[src/source/etx_pkg.sv]
package etx_pkg;

   // one memory transaction as it moves from the clients to the link.
   typedef struct packed
   {
      logic        write;
      logic [1:0]  datamode;
      logic [3:0]  ctrlmode;
      logic [31:0] dstaddr;
      logic [31:0] srcaddr;
      logic [31:0] data;
   } emesh_packet_t;

   // link lane widths.
   localparam int frame_w = 8;
   localparam int beat_w  = 64;

   // frame lane codes.
   localparam logic [frame_w-1:0] frame_idle = 8'h00;
   localparam logic [frame_w-1:0] frame_head = 8'h3F;
   localparam logic [frame_w-1:0] frame_data = 8'hFF;

   // packet queue.
   localparam int fifo_depth  = 4;
   localparam int fifo_addr_w = (fifo_depth > 1) ? $clog2(fifo_depth) : 1;

   // header beat layout, msb first:
   // zero pad, inverted write, write pad, ctrlmode, dstaddr, datamode, write, access.
   localparam int hdr_pad_w    = 16;
   localparam int hdr_wr_pad_w = 7;

   // payload beat carries data over srcaddr.
   localparam int payload_half_w = beat_w / 2;

endpackage

[src/source/etx_arbiter.sv]
`timescale 1ns/100ps

module etx_arbiter
(
   input  logic                   tx_lclk_par,
   input  logic                   reset,
   input  logic                   emwr_access,
   input  etx_pkg::emesh_packet_t emwr_packet,
   input  logic                   emrd_access,
   input  etx_pkg::emesh_packet_t emrd_packet,
   output logic                   emwr_wait,
   output logic                   emrd_wait,
   output logic                   push,
   output etx_pkg::emesh_packet_t push_packet,
   input  logic                   full
);

   logic                   pend_valid;
   etx_pkg::emesh_packet_t pend_packet;
   logic                   wr_take;
   logic                   rd_take;
   logic                   pend_push;
   logic                   rd_lost;

   // both clients hold off while the queue is full or a read is parked.
   assign emwr_wait = full | pend_valid;
   assign emrd_wait = full | pend_valid;

   assign wr_take   = emwr_access & ~emwr_wait;
   assign rd_take   = emrd_access & ~emrd_wait;
   assign rd_lost   = wr_take & rd_take;  // write wins, read is parked.
   assign pend_push = pend_valid & ~full;

   // pending read first, then a new write, then a new read.
   always_comb
   begin
      push        = 1'b0;
      push_packet = emwr_packet;
      if (pend_push)
      begin
         push        = 1'b1;
         push_packet = pend_packet;
      end
      else if (wr_take)
      begin
         push        = 1'b1;
         push_packet = emwr_packet;
      end
      else if (rd_take)
      begin
         push        = 1'b1;
         push_packet = emrd_packet;
      end
   end

   always_ff @(posedge tx_lclk_par or posedge reset)
   begin
      if (reset)
      begin
         pend_valid <= 1'b0;
      end
      else if (rd_lost)
      begin
         pend_valid <= 1'b1;
      end
      else if (pend_push)
      begin
         pend_valid <= 1'b0;
      end
   end

   always_ff @(posedge tx_lclk_par)
   begin
      if (rd_lost)
      begin
         pend_packet <= emrd_packet;
      end
   end

   // the queue full flag comes from etx_fifo.
   a_no_push_full: assert property (
      @(posedge tx_lclk_par) disable iff (reset)
      push |-> !full)
      else $error("etx_arbiter: push while queue full");

   // clients may strobe only while their wait is low.
   a_wr_strobe_wait: assert property (
      @(posedge tx_lclk_par) disable iff (reset)
      emwr_access |-> !emwr_wait)
      else $error("etx_arbiter: write strobe while emwr_wait high");

   a_rd_strobe_wait: assert property (
      @(posedge tx_lclk_par) disable iff (reset)
      emrd_access |-> !emrd_wait)
      else $error("etx_arbiter: read strobe while emrd_wait high");

endmodule

[src/source/etx_fifo.sv]
`timescale 1ns/100ps

module etx_fifo
(
   input  logic                   tx_lclk_par,
   input  logic                   reset,
   input  logic                   push,
   input  etx_pkg::emesh_packet_t push_packet,
   input  logic                   pop,
   output etx_pkg::emesh_packet_t head_packet,
   output logic                   full,
   output logic                   empty
);

   localparam int aw = etx_pkg::fifo_addr_w;

   etx_pkg::emesh_packet_t mem [etx_pkg::fifo_depth];
   logic [aw-1:0]          wr_ptr;
   logic [aw-1:0]          rd_ptr;
   logic [aw:0]            count;

   // wraps at fifo_depth, so a depth that is not a power of two works too.
   function automatic logic [aw-1:0] next_ptr(input logic [aw-1:0] ptr);
      logic [aw-1:0] nxt;
      if (ptr == aw'(etx_pkg::fifo_depth - 1))
      begin
         nxt = '0;
      end
      else
      begin
         nxt = ptr + 1'b1;
      end
      return nxt;
   endfunction

   assign head_packet = mem[rd_ptr];  // show-ahead.
   assign full        = (count == (aw+1)'(etx_pkg::fifo_depth));
   assign empty       = (count == '0);

   always_ff @(posedge tx_lclk_par or posedge reset)
   begin
      if (reset)
      begin
         wr_ptr <= '0;
         rd_ptr <= '0;
         count  <= '0;
      end
      else
      begin
         if (push)
         begin
            wr_ptr <= next_ptr(wr_ptr);
         end
         if (pop)
         begin
            rd_ptr <= next_ptr(rd_ptr);
         end
         case ({push, pop})
            2'b10:   count <= count + 1'b1;
            2'b01:   count <= count - 1'b1;
            default: count <= count;  // none, or both at once.
         endcase
      end
   end

   always_ff @(posedge tx_lclk_par)
   begin
      if (push)
      begin
         mem[wr_ptr] <= push_packet;
      end
   end

   a_no_pop_empty: assert property (
      @(posedge tx_lclk_par) disable iff (reset)
      pop |-> !empty)
      else $error("etx_fifo: pop while empty");

   a_no_push_full: assert property (
      @(posedge tx_lclk_par) disable iff (reset)
      push |-> !full)
      else $error("etx_fifo: push while full");

endmodule

[src/source/etx_protocol.sv]
`timescale 1ns/100ps

module etx_protocol
(
   input  logic                         tx_lclk_par,
   input  logic                         reset,
   input  etx_pkg::emesh_packet_t       head_packet,
   input  logic                         empty,
   output logic                         pop,
   output logic [etx_pkg::frame_w-1:0]  tx_frame_par,
   output logic [etx_pkg::beat_w-1:0]   tx_data_par,
   input  logic                         tx_rd_wait,
   input  logic                         tx_wr_wait,
   output logic [1:0]                   ecfg_tx_datain
);

   localparam int hw = etx_pkg::payload_half_w;

   logic                        data_phase;   // payload beat is next.
   etx_pkg::emesh_packet_t      held_packet;
   logic [1:0]                  wait_meta;    // {wr, rd}.
   logic [1:0]                  wait_sync;
   logic                        head_stall;
   logic [etx_pkg::beat_w-1:0]  header_beat;
   logic [etx_pkg::beat_w-1:0]  payload_beat;

   // two-flop synchronizers for the link wait levels.
   always_ff @(posedge tx_lclk_par or posedge reset)
   begin
      if (reset)
      begin
         wait_meta <= 2'b00;
         wait_sync <= 2'b00;
      end
      else
      begin
         wait_meta <= {tx_wr_wait, tx_rd_wait};
         wait_sync <= wait_meta;
      end
   end

   assign ecfg_tx_datain = wait_sync;

   // a stalled head blocks everything behind it, keeping order.
   assign head_stall = head_packet.write ? wait_sync[1] : wait_sync[0];
   assign pop        = ~empty & ~data_phase & ~head_stall;

   assign header_beat = {
      {etx_pkg::hdr_pad_w{1'b0}},
      ~head_packet.write,
      {etx_pkg::hdr_wr_pad_w{1'b0}},
      head_packet.ctrlmode,
      head_packet.dstaddr,
      head_packet.datamode,
      head_packet.write,
      1'b1                                  // access.
   };

   assign payload_beat = {held_packet.data[hw-1:0], held_packet.srcaddr[hw-1:0]};

   always_ff @(posedge tx_lclk_par or posedge reset)
   begin
      if (reset)
      begin
         data_phase   <= 1'b0;
         tx_frame_par <= etx_pkg::frame_idle;
         tx_data_par  <= '0;
      end
      else if (pop)
      begin
         data_phase   <= 1'b1;
         tx_frame_par <= etx_pkg::frame_head;
         tx_data_par  <= header_beat;
      end
      else if (data_phase)
      begin
         // the payload goes out regardless of the wait levels.
         data_phase   <= 1'b0;
         tx_frame_par <= etx_pkg::frame_data;
         tx_data_par  <= payload_beat;
      end
      else
      begin
         tx_frame_par <= etx_pkg::frame_idle;
         tx_data_par  <= '0;
      end
   end

   always_ff @(posedge tx_lclk_par)
   begin
      if (pop)
      begin
         held_packet <= head_packet;
      end
   end

   a_head_then_data: assert property (
      @(posedge tx_lclk_par) disable iff (reset)
      (tx_frame_par == etx_pkg::frame_head) |=> (tx_frame_par == etx_pkg::frame_data))
      else $error("etx_protocol: header beat not followed by payload beat");

endmodule

[src/source/etx_top.sv]
`timescale 1ns/100ps

module etx_top
(
   input  logic                         tx_lclk_par,
   input  logic                         reset,
   // write client.
   input  logic                         emwr_access,
   input  etx_pkg::emesh_packet_t       emwr_packet,
   output logic                         emwr_wait,
   // read client.
   input  logic                         emrd_access,
   input  etx_pkg::emesh_packet_t       emrd_packet,
   output logic                         emrd_wait,
   // link.
   output logic [etx_pkg::frame_w-1:0]  tx_frame_par,
   output logic [etx_pkg::beat_w-1:0]   tx_data_par,
   input  logic                         tx_rd_wait,
   input  logic                         tx_wr_wait,
   output logic [1:0]                   ecfg_tx_datain
);

   logic                   push;
   etx_pkg::emesh_packet_t push_packet;
   logic                   full;
   logic                   pop;
   etx_pkg::emesh_packet_t head_packet;
   logic                   empty;

   etx_arbiter u_arbiter
   (
      .tx_lclk_par (tx_lclk_par),
      .reset       (reset),
      .emwr_access (emwr_access),
      .emwr_packet (emwr_packet),
      .emrd_access (emrd_access),
      .emrd_packet (emrd_packet),
      .emwr_wait   (emwr_wait),
      .emrd_wait   (emrd_wait),
      .push        (push),
      .push_packet (push_packet),
      .full        (full)
   );

   etx_fifo u_fifo
   (
      .tx_lclk_par (tx_lclk_par),
      .reset       (reset),
      .push        (push),
      .push_packet (push_packet),
      .pop         (pop),
      .head_packet (head_packet),
      .full        (full),
      .empty       (empty)
   );

   etx_protocol u_protocol
   (
      .tx_lclk_par    (tx_lclk_par),
      .reset          (reset),
      .head_packet    (head_packet),
      .empty          (empty),
      .pop            (pop),
      .tx_frame_par   (tx_frame_par),
      .tx_data_par    (tx_data_par),
      .tx_rd_wait     (tx_rd_wait),
      .tx_wr_wait     (tx_wr_wait),
      .ecfg_tx_datain (ecfg_tx_datain)
   );

endmodule

[config.mk]
export PLATFORM = sky130hd
export DESIGN_NAME = etx_top
export DESIGN_NICKNAME = d
export VERILOG_FILES = /design/src/source/etx_pkg.sv /design/src/source/etx_arbiter.sv /design/src/source/etx_fifo.sv /design/src/source/etx_protocol.sv /design/src/source/etx_top.sv
export SDC_FILE = /design/constraint.sdc
export NUM_CORES = 1
export LEC_CHECK = 0
export BUFFER_PORTS_ARGS = -buffer_cell sky130_fd_sc_hd__buf_2
export CORE_ASPECT_RATIO = 0.8
export CORE_MARGIN = 2
export CORE_UTILIZATION = 50
export DETAILED_ROUTE_END_ITERATION = 10
export PLACE_DENSITY = 0.74
export RECOVER_POWER = 50
export SLEW_MARGIN = 20
export SYNTH_ARGS = -nofsm -noshare
export SYNTH_HDL_FRONTEND = slang
export SYNTH_SLANG_ARGS = --single-unit
[constraint.sdc]
create_clock -name tx_lclk_par -period 5.8 [get_ports tx_lclk_par]
set_input_delay 1.16 -clock tx_lclk_par [delete_from_list [all_inputs] [get_ports tx_lclk_par]]
set_output_delay 1.16 -clock tx_lclk_par [all_outputs]
set_load 0.02 [all_outputs]
==> out/metrics.yaml, run 1 <==
synth:
  synth.avg_cell_area_um2: 18.77
  syn-num-nets: 1554
  synth.top_cell.area_share_pct: 69.40
  synth-seq-cells: 658
  seq_area_frac_synth_pct: 77.29
  synth_top_cells_by_area: "edfxtp_1 69%, mux4_2 9.3%, dfrtp_1 7.9%, mux2i_1 4.2%, o21ai_0 2.6%"
  ys.warnings.count: 0
  synth_cell_types: 30
  syn_inst: 1335
  netlist_area_um2: 25050
  synth_top_cell_by_area: "edfxtp_1"
min_path:
  hold_depth: 0
  min_from: "u_protocol.wait_meta[0]"
  hold_path_end: "u_protocol.ecfg_tx_datain[0]"
  min_path_type: "flip-flop to flip-flop"
final_layout:
  finish.utilization_pct: 58.60
  layout.cells.most_common: "edfxtp_1"
  fin_nets: 1850
  fin_cells: 2359
  final.fill_count: 3754
  post-route-cell-area_um2: 29060
  final_cell_mix: "579 x edfxtp_1, 169 x clkbuf_1, 146 x nand2_1"
  drive_gt1_share_pct: 21.63
  syn2layout_area_growth_pct: 16.00
grt:
  grt_use_met2_pct: 33.28
  antenna_found_initial: 1
  grt_usage_pct: 20.55
  grt_pass1_vias: 13190
  grt_util_met3_pct: 4.317
  busiest_layer: "met2"
  grt_max_degree: 105
  overflow: 0
  grt_pass1_wl_um: 78310
  grtUsageMet1_pct: 28.55
pwr:
  power_leakage_nw: 10.62
  total_power_mw: 16.30
  power_density_nw_per_um2: 560.9
  ir_drop_v: 0.0002531
setup_path:
  path_class: "flip-flop to flip-flop"
  cp-end-kind: "flip-flop"
  start_kind: "flip-flop"
  r2r_setup_slack_ns: 1.43
  reg2reg_depth: 5
  r2r-start: "u_fifo.count[0]"
  cp.arrival_ns: 4.71
  regToRegEndpoint: "u_fifo.mem[0][6]"
  cp_max_fo: 33
  crit_required_ns: 6.14
timing:
  rsz0062_at_grt: "false"
  layout_min_cycle_time_ns: 4.370
  relSlewSlack_pct: -155.1
  setup_tns_ns: 0
  fin_crit_sh_pct: 75.34
  slew_viol_final: 378
  fmax_mhz: 228.9
  setup_viol: 0
  hold_ws_ns: 0.3496
  final_hold_viol_count: 0
  skew_ns: 0.02342
  worst_slack_ns: 1.430
  tightest_slew_ns: 3.827
die:
  rows: 73
  die_h_um: 204.2
  coreArea_um2: 49600
  die_w_um: 254.3
  initial_utilization_pct: 50.52
  die-area_um2: 51930
  io-pin-count: 288
clocking:
  post-cts-setup-buffers: 0
  cts-buffers-inserted: 66
  path_clk_slew_ns: 0.06
  root_buffer: "clkbuf_16"
  cts_resized: 0
  clock_path_buffers: 3
  cts_tree: "done"
  ctsHoldBuffers: 0
  clkLatencyLatePin_ns: 0.59
  cts_sinks: 658
  h-tree-depth: 3
detailed_routing:
  avgRoutedWirePerCell_um: 22.13
  avgViaCountPerCell: 5.370
  vias: 12670
  drt_iter0_drc: 989
  drc_errors: 0
  wirelength_um: 52200
  drt_pass1_iterations: 5
  detail-route-antenna-nets: 0
place:
  io_buffer_count: 287
  dpl.hpwl_um: 29680
  placedCellCount: 2236
  placed_cell_area_um2: 27130
  place_congestion: 0.7604
  preCtsSetupSlack_ns: 2.255
status:
  violations: "max-capacitance violations, max-slew violations"
  status: "complete, but fails checks"
job:
  cap_violations: 8
area by class of cell:
class                   instances  area, um^2  share of cell area, %
clock buffers                  99        1992                  6.854
diodes                          1       2.502               0.008610
clock inverters                21       160.2                 0.5511
repair buffers                306        1451                  4.994
well taps                     675       844.6                  2.906
multi-input cells             553        5066                  17.43
flip-flops and latches        658       19370                  66.65
inverters                      46       175.2                 0.6027
power by group:
group          internal, mW  total [mW]  switching [mW]
clock                  2.47        4.18            1.71
combinational          1.54        4.20            2.66
sequential             7.41        7.92           0.514
flip-flops by register name, summed over array words and instances (netlist names):
name / flops
u_fifo.mem: 412
u_protocol.held_packet: 64
u_protocol.tx_frame_par: 2
u_protocol.wait_meta: 2
u_arbiter.pend_valid: 1
u_fifo.wr_ptr: 2
u_protocol.tx_data_par: 64
u_fifo.count: 3
u_arbiter.pend_packet: 103
u_protocol.ecfg_tx_datain: 2
u_fifo.rd_ptr: 2
u_protocol.data_phase: 1
worst max-delay path, stage by stage, from the launching register on:
cell and delay [ns]:
dfrtp_1 0.42, nor3b_1 0.70, or4b_1 1.66, buf_4 0.73, mux2i_1 0.18, o21ai_0 0.40
cells by family (layout without fill, tap and decap cells):
family	after synthesis	in the layout	synth area share [%]
buf+inv	124	472	2.512
simple gates	187	187	3.226
xor+xnor	3	3	0.1049
compound gates	147	147	2.986
fa+ha+maj	7	7	0.3795
other cells	0	1	0
mux	209	209	13.50
flops	658	658	77.29
synth_stat cells:
library cell,n
a21o_1,2
a21oi_2,1
a22o_1,1
and2_1,27
buf_1,3
buf_2,23
buf_4,10
buf_6,13
clkbuf_1,29
dfrtp_1,79
edfxtp_1,579
fa_1,1
ha_1,6
inv_1,46
mux2_2,2
mux2i_1,104
mux4_2,103
nand2_1,146
nand2b_1,1
nor2_1,5
nor2b_1,1
nor3_1,3
nor3b_1,1
nor4_4,1
o21ai_0,132
o21ai_1,11
or2_2,1
or4b_1,1
xnor2_1,1
xor2_1,2
how the worst max path moves through the flow:
stage	start	endpoint	slack, ns	cells after the start
after floorplan	emrd_access	u_fifo.mem[0][0]	1.42	3
after detailed placement	emwr_access	u_fifo.mem[3][15]	2.26	5
after global routing	emwr_access	u_fifo.mem[1][51]	1.18	5
after CTS	u_fifo.rd_ptr[1]	u_protocol.held_packet[46]	2.43	5
final	u_fifo.count[0]	u_fifo.mem[0][6]	1.43	5
after global placement	emwr_access	u_fifo.mem[3][96]	2.24	5
metal layers:
| metal | up-vias | routed length [um] |
|---|---|---|
| li1 | 5722 | - |
| met1 | 6495 | 22750 |
| met2 | 370 | 25540 |
| met3 | 82 | 2747 |
| met4 | 0 | 1156 |
| met5 | - | 0 |
Power figures use the tool's default switching activity.
==> run 2: changes to the inputs <==
- clock period: 5.8 -> 3.7 ns (I/O delays scaled with it)
==> run 2 against run 1 <==
Effect of this change: the run still ends with max-capacitance violations, max-slew violations left; routed wire length is 3.7% lower; core utilization is 0.25 points higher; final cell count is 0.13% higher; largest cell class unchanged; fmax is 39% higher; clock power is 59% higher; clock skew is 0.013 ns lower; combinational power is 60% higher; power is 57% higher; register-to-register slack worse by 0.86 ns; critical path depth is 1 lower.
==> out/metrics.yaml, run 2 (synthesis gave the netlist of run 1 again) <==
pwr:
  power_leakage_nw: 10.73  # was 10.62 nW
  ir_drop_v: 0.0005840  # was 0.0002531 V
  power_density_nw_per_um2: 878.5  # was 560.9 nW/um^2
final_layout:
  largest_reg_flops: 412  # unchanged
  drive_gt1_share_pct: 23.55  # was 21.63%
  regMostFlops: "u_fifo.mem"  # unchanged
  final.fill_count: 3723  # was 3754
  reg.largest.list: "u_fifo.mem (412), u_arbiter.pend_packet (103)"  # unchanged
  syn2layout_area_growth_pct: 16.50  # was 16.00%
  fin_nets: 1852  # was 1850
  final_cell_mix: "579 x edfxtp_1, 163 x buf_2, 146 x nand2_1"  # was 579 x edfxtp_1, 169 x clkbuf_1, 146 x nand2_1
  layout.cells.most_common: "edfxtp_1"  # unchanged
setup_path:
  crit_start: "u_fifo.count[2]"  # was u_fifo.count[0]
  r2r-start: "u_fifo.count[2]"  # was u_fifo.count[0]
  cp_max_fo: 18  # was 33
  reg2reg_depth: 4  # was 5
  start_kind: "flip-flop"  # unchanged
  path_class: "flip-flop to flip-flop"  # unchanged
  cp-end-kind: "flip-flop"  # unchanged
  cp.arrival_ns: 3.42  # was 4.71 ns
  regToRegEndpoint: "u_fifo.mem[0][84]"  # was u_fifo.mem[0][6]
  r2r_setup_slack_ns: 0.57  # was 1.43 ns
  crit_required_ns: 3.98  # was 6.14 ns
status:
  status: "complete, but fails checks"  # unchanged
  violations: "max-capacitance violations, max-slew violations"  # unchanged
place:
  preCtsSetupSlack_ns: 0.6580  # was 2.255 ns
  io_buffer_count: 287  # unchanged
  dpl.hpwl_um: 29070  # was 29680 um
  place_congestion: 0.7329  # was 0.7604
timing:
  worst_slack_ns: 0.5672  # was 1.430 ns
  slew_viol_final: 295  # was 378
  fmax_mhz: 319.2  # was 228.9 MHz
  tightest_slew_ns: 2.470  # was 3.827 ns
  setup_viol: 0  # unchanged
  layout_min_cycle_time_ns: 3.133  # was 4.370 ns
  rsz0062_at_grt: "false"  # unchanged
  setup_tns_ns: 0  # unchanged
  skew_ns: 0.01039  # was 0.02342 ns
  relSlewSlack_pct: -65.56  # was -155.1%
  final_hold_viol_count: 0  # unchanged
  fin_crit_sh_pct: 84.67  # was 75.34%
min_path:
  hold_depth: 1  # was 0
  hold_path_end: "u_protocol.wait_meta[0]"  # was u_protocol.ecfg_tx_datain[0]
  min_from: "tx_rd_wait"  # was u_protocol.wait_meta[0]
  min_path_type: "primary input to flip-flop"  # was flip-flop to flip-flop
grt:
  grt_pass1_wl_um: 75840  # was 78310 um
  antenna_found_initial: 2  # was 1
  overflow: 0  # unchanged
  grt_usage_pct: 19.68  # was 20.55%
  grt_max_degree: 106  # was 105
  grt_pass1_vias: 13140  # was 13190
detailed_routing:
  vias: 12600  # was 12670
  drt_iter0_drc: 816  # was 989
  drc_errors: 0  # unchanged
  wirelength_um: 50250  # was 52200 um
  avgViaCountPerCell: 5.334  # was 5.370
  avgRoutedWirePerCell_um: 21.27  # was 22.13 um
  detail-route-antenna-nets: 0  # unchanged
  drt_pass1_iterations: 5  # unchanged
die:
  die_h_um: 204.2  # unchanged
  coreArea_um2: 49600  # unchanged
  initial_utilization_pct: 50.52  # unchanged
  die_w_um: 254.3  # unchanged
  die-area_um2: 51930  # unchanged
  rows: 73  # unchanged
  io-pin-count: 288  # unchanged
clocking:
  cts_tree: "done"  # unchanged
  cts_resized: 0  # unchanged
  cts-buffers-inserted: 61  # was 66
  h-tree-depth: 2  # was 3
  ctsHoldBuffers: 0  # unchanged
  path_clk_slew_ns: 0.06  # about the same
  clkLatencyLatePin_ns: 0.61  # was 0.59 ns
  clock_path_buffers: 3  # unchanged
  root_buffer: "clkbuf_16"  # unchanged
  post-cts-setup-buffers: 0  # unchanged
  cts_sinks: 658  # unchanged
job:
  cap_violations: 5  # was 8
run 2: cell types whose count changed in the layout (fill, tap and decap cells not counted), moves of 5 or more:
| cell | delta |
|---|---|
| buf_2 | +26 |
| bufinv_16 | +9 |
| clkbuf_1 | -27 |
| clkbuf_16 | -8 |
| clkbuf_8 | -6 |
| clkinv_2 | +5 |
run 2: worst max path at each step:
stage                                 to  slack, ns  cells past startpoint
2_1_floorplan            u_fifo.count[2]       0.17                     11
3_3_place_gp           u_fifo.mem[2][56]       0.76                      5
3_5_place_dp           u_fifo.mem[0][56]       0.66                      5
4_1_cts                u_fifo.mem[0][56]       0.64                      5
5_1_grt        u_protocol.tx_data_par[9]       0.27                      4
6_report               u_fifo.mem[0][84]       0.57                      4
run 2: through the flow:
stage | std cells | utilization, % | instance area [um^2] | hold slack [ns] | power, mW
after global placement | 2245 | 55.02 | 27290 | 0.3409 | 19.16
after global routing | 2362 | 58.85 | 29190 | 0.2544 | 26.95
final | 2362 | 58.85 | 29190 | 0.2896 | 25.64
after detailed placement | 2245 | 55.02 | 27290 | 0.3434 | 19.42
after CTS | 2361 | 59.37 | 29440 | 0.2253 | 26.10
after floorplan | 1335 | - | 25070 | 0.3312 | 16.99
run 2: cell type report:
cell class | instances | area [um^2] | share of cell area, %
inverters | 46 | 177.7 | 0.6087
clock buffers | 83 | 1702 | 5.830
diodes | 1 | 2.502 | 0.008574
flip-flops and latches | 658 | 19370 | 66.37
multi-input cells | 553 | 5080 | 17.40
repair buffers | 313 | 1555 | 5.329
well taps | 675 | 844.6 | 2.894
clock inverters | 33 | 454.2 | 1.556
run 2: critical path: stages, from the launching register on:
cell and delay [ns]:
dfrtp_1 0.40, nor3b_1 0.22, nor2_1 0.50, and2_0 1.17
buf_4 0.49
run 2: where the power goes:
group / internal [mW] / switching [mW]
clock: 3.99 / 2.65
sequential: 11.6 / 0.643
combinational: 2.43 / 4.31
run 2: layer usage:
metal,global-route usage [%],wire length [um],vias up
met3,2.916,2288,75
li1,-,-,5731
met4,6.345,1019,2
met2,34.16,26010,326
met5,0,13,-
met1,25.72,20910,6464
==> run 3: changes to the inputs <==
- clock period: 3.7 -> 2.5 ns (I/O delays scaled with it)
==> run 3 against run 2 <==
Effect of this change: the flow still finishes with violations (max-capacitance violations, max-slew violations); flip-flop and latch count unchanged; worst setup slack lost 0.49 ns; fmax up 29%; count of clock-buffer cells in the layout rose by 5; register-to-register slack got worse by 0.49 ns; first-iteration DRC count increased by 28%; power rose by 49%; final cell count increased by 2.9%; via count increased by 1.7%; clock power up 36%; critical endpoint is now u_fifo.count[2]; largest cell class unchanged; largest power group unchanged.
==> out/metrics.yaml, run 3 (synthesis gave the netlist of run 1 again) <==
timing:
  slew_viol_final: 28  # was 295
  tightest_slew_ns: 1.526  # was 2.470 ns
  relSlewSlack_pct: -2.304  # was -65.56%
  setup_viol: 0  # unchanged
  fmax_mhz: 412.7  # was 319.2 MHz
  skew_ns: 0.02853  # was 0.01039 ns
  rsz0062_at_grt: "true"  # was false
  layout_min_cycle_time_ns: 2.423  # was 3.133 ns
  fin_crit_sh_pct: 96.91  # was 84.67%
  final_hold_viol_count: 0  # unchanged
setup_path:
  slowest_stage: "mux4_2"  # was and2_0
  path_class: "flip-flop to flip-flop"  # unchanged
  cp-end-kind: "flip-flop"  # unchanged
  crit_start: "u_fifo.rd_ptr[0]"  # was u_fifo.count[2]
  crit_path_frequent_cell: "xor2_1"
  max_stage_delay_ns: 0.55  # was 1.17 ns
  start_kind: "flip-flop"  # unchanged
  cp_max_fo: 2  # was 18
  r2r-start: "u_fifo.rd_ptr[0]"  # was u_fifo.count[2]
  crit_required_ns: 3.02  # was 3.98 ns
  crit_buf_inv: 2  # was 1
  critPathTopFamily: "multiplexers"  # was simple AND/OR/NAND/NOR gates
  path_cells: "mux4_2 > nor4_4 > a21oi_4 > clkinvlp_4 > ha_4 > inv_2 > fa_2 > xor2_1 > nor2_1 > xor2_1"  # was nor3b_1 > nor2_1 > and2_0 > buf_4
  cp.arrival_ns: 2.94  # was 3.42 ns
clocking:
  h-tree-depth: 2  # unchanged
  cts_sinks: 658  # unchanged
  cts_tree: "done"  # unchanged
  clkLatencyLatePin_ns: 0.62  # was 0.61 ns
  clock_path_buffers: 3  # unchanged
  path_clk_slew_ns: 0.07  # was 0.06 ns
  root_buffer: "clkbuf_16"  # unchanged
  cts-buffers-inserted: 61  # unchanged
min_path:
  min_path_type: "primary input to flip-flop"  # unchanged
  min_from: "emrd_packet[17]"  # was tx_rd_wait
detailed_routing:
  drc_errors: 0  # unchanged
  avgRoutedWirePerCell_um: 20.72  # was 21.27 um
  drt_pass1_iterations: 5  # unchanged
  wirelength_um: 50360  # was 50250 um
  avgViaCountPerCell: 5.269  # was 5.334
  detail-route-antenna-nets: 0  # unchanged
  vias: 12810  # was 12600
  drt_iter0_drc: 1045  # was 816
final_layout:
  fin_nets: 1922  # was 1852
  drive_gt1_share_pct: 31.23  # was 23.55%
  layout.cells.most_common: "edfxtp_1"  # unchanged
  largest_reg_flops: 412  # unchanged
  final_cell_mix: "579 x edfxtp_1, 235 x buf_2, 146 x nand2_1"  # was 579 x edfxtp_1, 163 x buf_2, 146 x nand2_1
  finish.utilization_pct: 60.29  # was 58.85%
  reg.largest.list: "u_fifo.mem (412), u_arbiter.pend_packet (103)"  # unchanged
  syn2layout_area_growth_pct: 19.35  # was 16.50%
  regMostFlops: "u_fifo.mem"  # unchanged
grt:
  overflow: 0  # unchanged
  grt_pass1_vias: 13600  # was 13140
  grt_pass1_wl_um: 76480  # was 75840 um
  grt_max_degree: 105  # was 106
  antenna_found_initial: 1  # was 2
  grt_usage_pct: 19.47  # was 19.68%
die:
  die_h_um: 204.2  # unchanged
  initial_utilization_pct: 50.52  # unchanged
  coreArea_um2: 49600  # unchanged
  die_w_um: 254.3  # unchanged
  io-pin-count: 288  # unchanged
  die-area_um2: 51930  # unchanged
  rows: 73  # unchanged
status:
  status: "complete, but fails checks"  # unchanged
  violations: "max-capacitance violations, max-slew violations"  # unchanged
pwr:
  power_leakage_nw: 11.35  # was 10.73 nW
  ir_drop_v: 0.0009924  # was 0.0005840 V
  power_density_nw_per_um2: 1279  # was 878.5 nW/um^2
  total_power_mw: 38.24  # was 25.64 mW
place:
  dpl.hpwl_um: 30570  # was 29070 um
  io_buffer_count: 287  # unchanged
  place_congestion: 0.7447  # was 0.7329
job:
  cap_violations: 1  # was 5
run 3: changes by cell type in the layout (fill, tap and decap cells not counted), sizes merged, moves of 2 or more:
cell,change
dlygate4sd3,+2
clkbuf,-74
buf,+147
bufinv,-8
clkinv,+4
run 3: area by class of cell:
class / instances / area (um^2)
diodes: 1 / 2.502
clock buffers: 88 / 1740
clock inverters: 27 / 217.7
fillers: 3576 / 19690
inverters: 46 / 177.7
multi-input cells: 553 / 5126
flip-flops and latches: 658 / 19370
well taps: 675 / 844.6
repair buffers: 383 / 2419
run 3: layer usage:
metal / share of wire, % / vias up / wire length (um) / global-route usage, %
met3: 4.7 / 86 / 2373 / 2.942
met2: 50 / 332 / 25260 / 32.84
met1: 43 / 6527 / 21500 / 26.26
met5: 0 / - / 0 / 0
met4: 2.4 / 0 / 1225 / 6.345
li1: - / 5864 / - / -
run 3: path summary, 6_finish.rpt:
path / end / slack, ns / cells after the start
worst max-delay path: u_fifo.count[2] / 0.08 / 10
worst min-delay path: u_arbiter.pend_packet[17] / 0.07 / 1
worst max register to register: u_fifo.count[2] / 0.08 / 10
worst min register to register: u_protocol.ecfg_tx_datain[0] / 0.35 / 0
max in group asynchronous: u_protocol.tx_data_par[50] / 0.83 / 3
min in group asynchronous: u_protocol.tx_data_par[4] / 0.24 / 2
run 3: power by group:
group / leakage [nW] / switching, mW / internal, mW / total, mW
registers: 6.40 / 0.969 / 17.1 / 18.1
clock network: 0.977 / 3.90 / 5.14 / 9.04
logic: 3.97 / 6.60 / 4.54 / 11.1
run 3: per-stage QoR:
| step | hold WS (ns) | setup TNS [ns] | instance area (um^2) | cells | worst slack [ns] |
|---|---|---|---|---|---|
| 2_1_floorplan | 0.3312 | -49.66 | 25110 | 1335 | -0.8863 |
| 3_3_place_gp | 0.3329 | 0 | 27970 | 2310 | 0.05719 |
| 4_1_cts | 0.03644 | -0.02838 | 29960 | 2428 | -0.02838 |
| 6_report | 0.07217 | 0 | 29900 | 2431 | 0.07720 |
| 3_5_place_dp | 0.3530 | 0 | 27970 | 2310 | 0.01029 |
| 5_1_grt | 0.04967 | -0.05180 | 29900 | 2431 | -0.05180 |
run 3: timing repair:
| item | in CTS | in global routing |
|---|---|---|
| pin swaps | 4 | 2 |
| gates cloned | 0 | 1 |
| gates resized for setup | 2 | 1 |
| endpoints found under the setup margin | 1 | 60 |
| setup buffers | 1 | 1 |
| endpoints found under the hold margin | 2 | 0 |
| hold buffers | 2 | 0 |
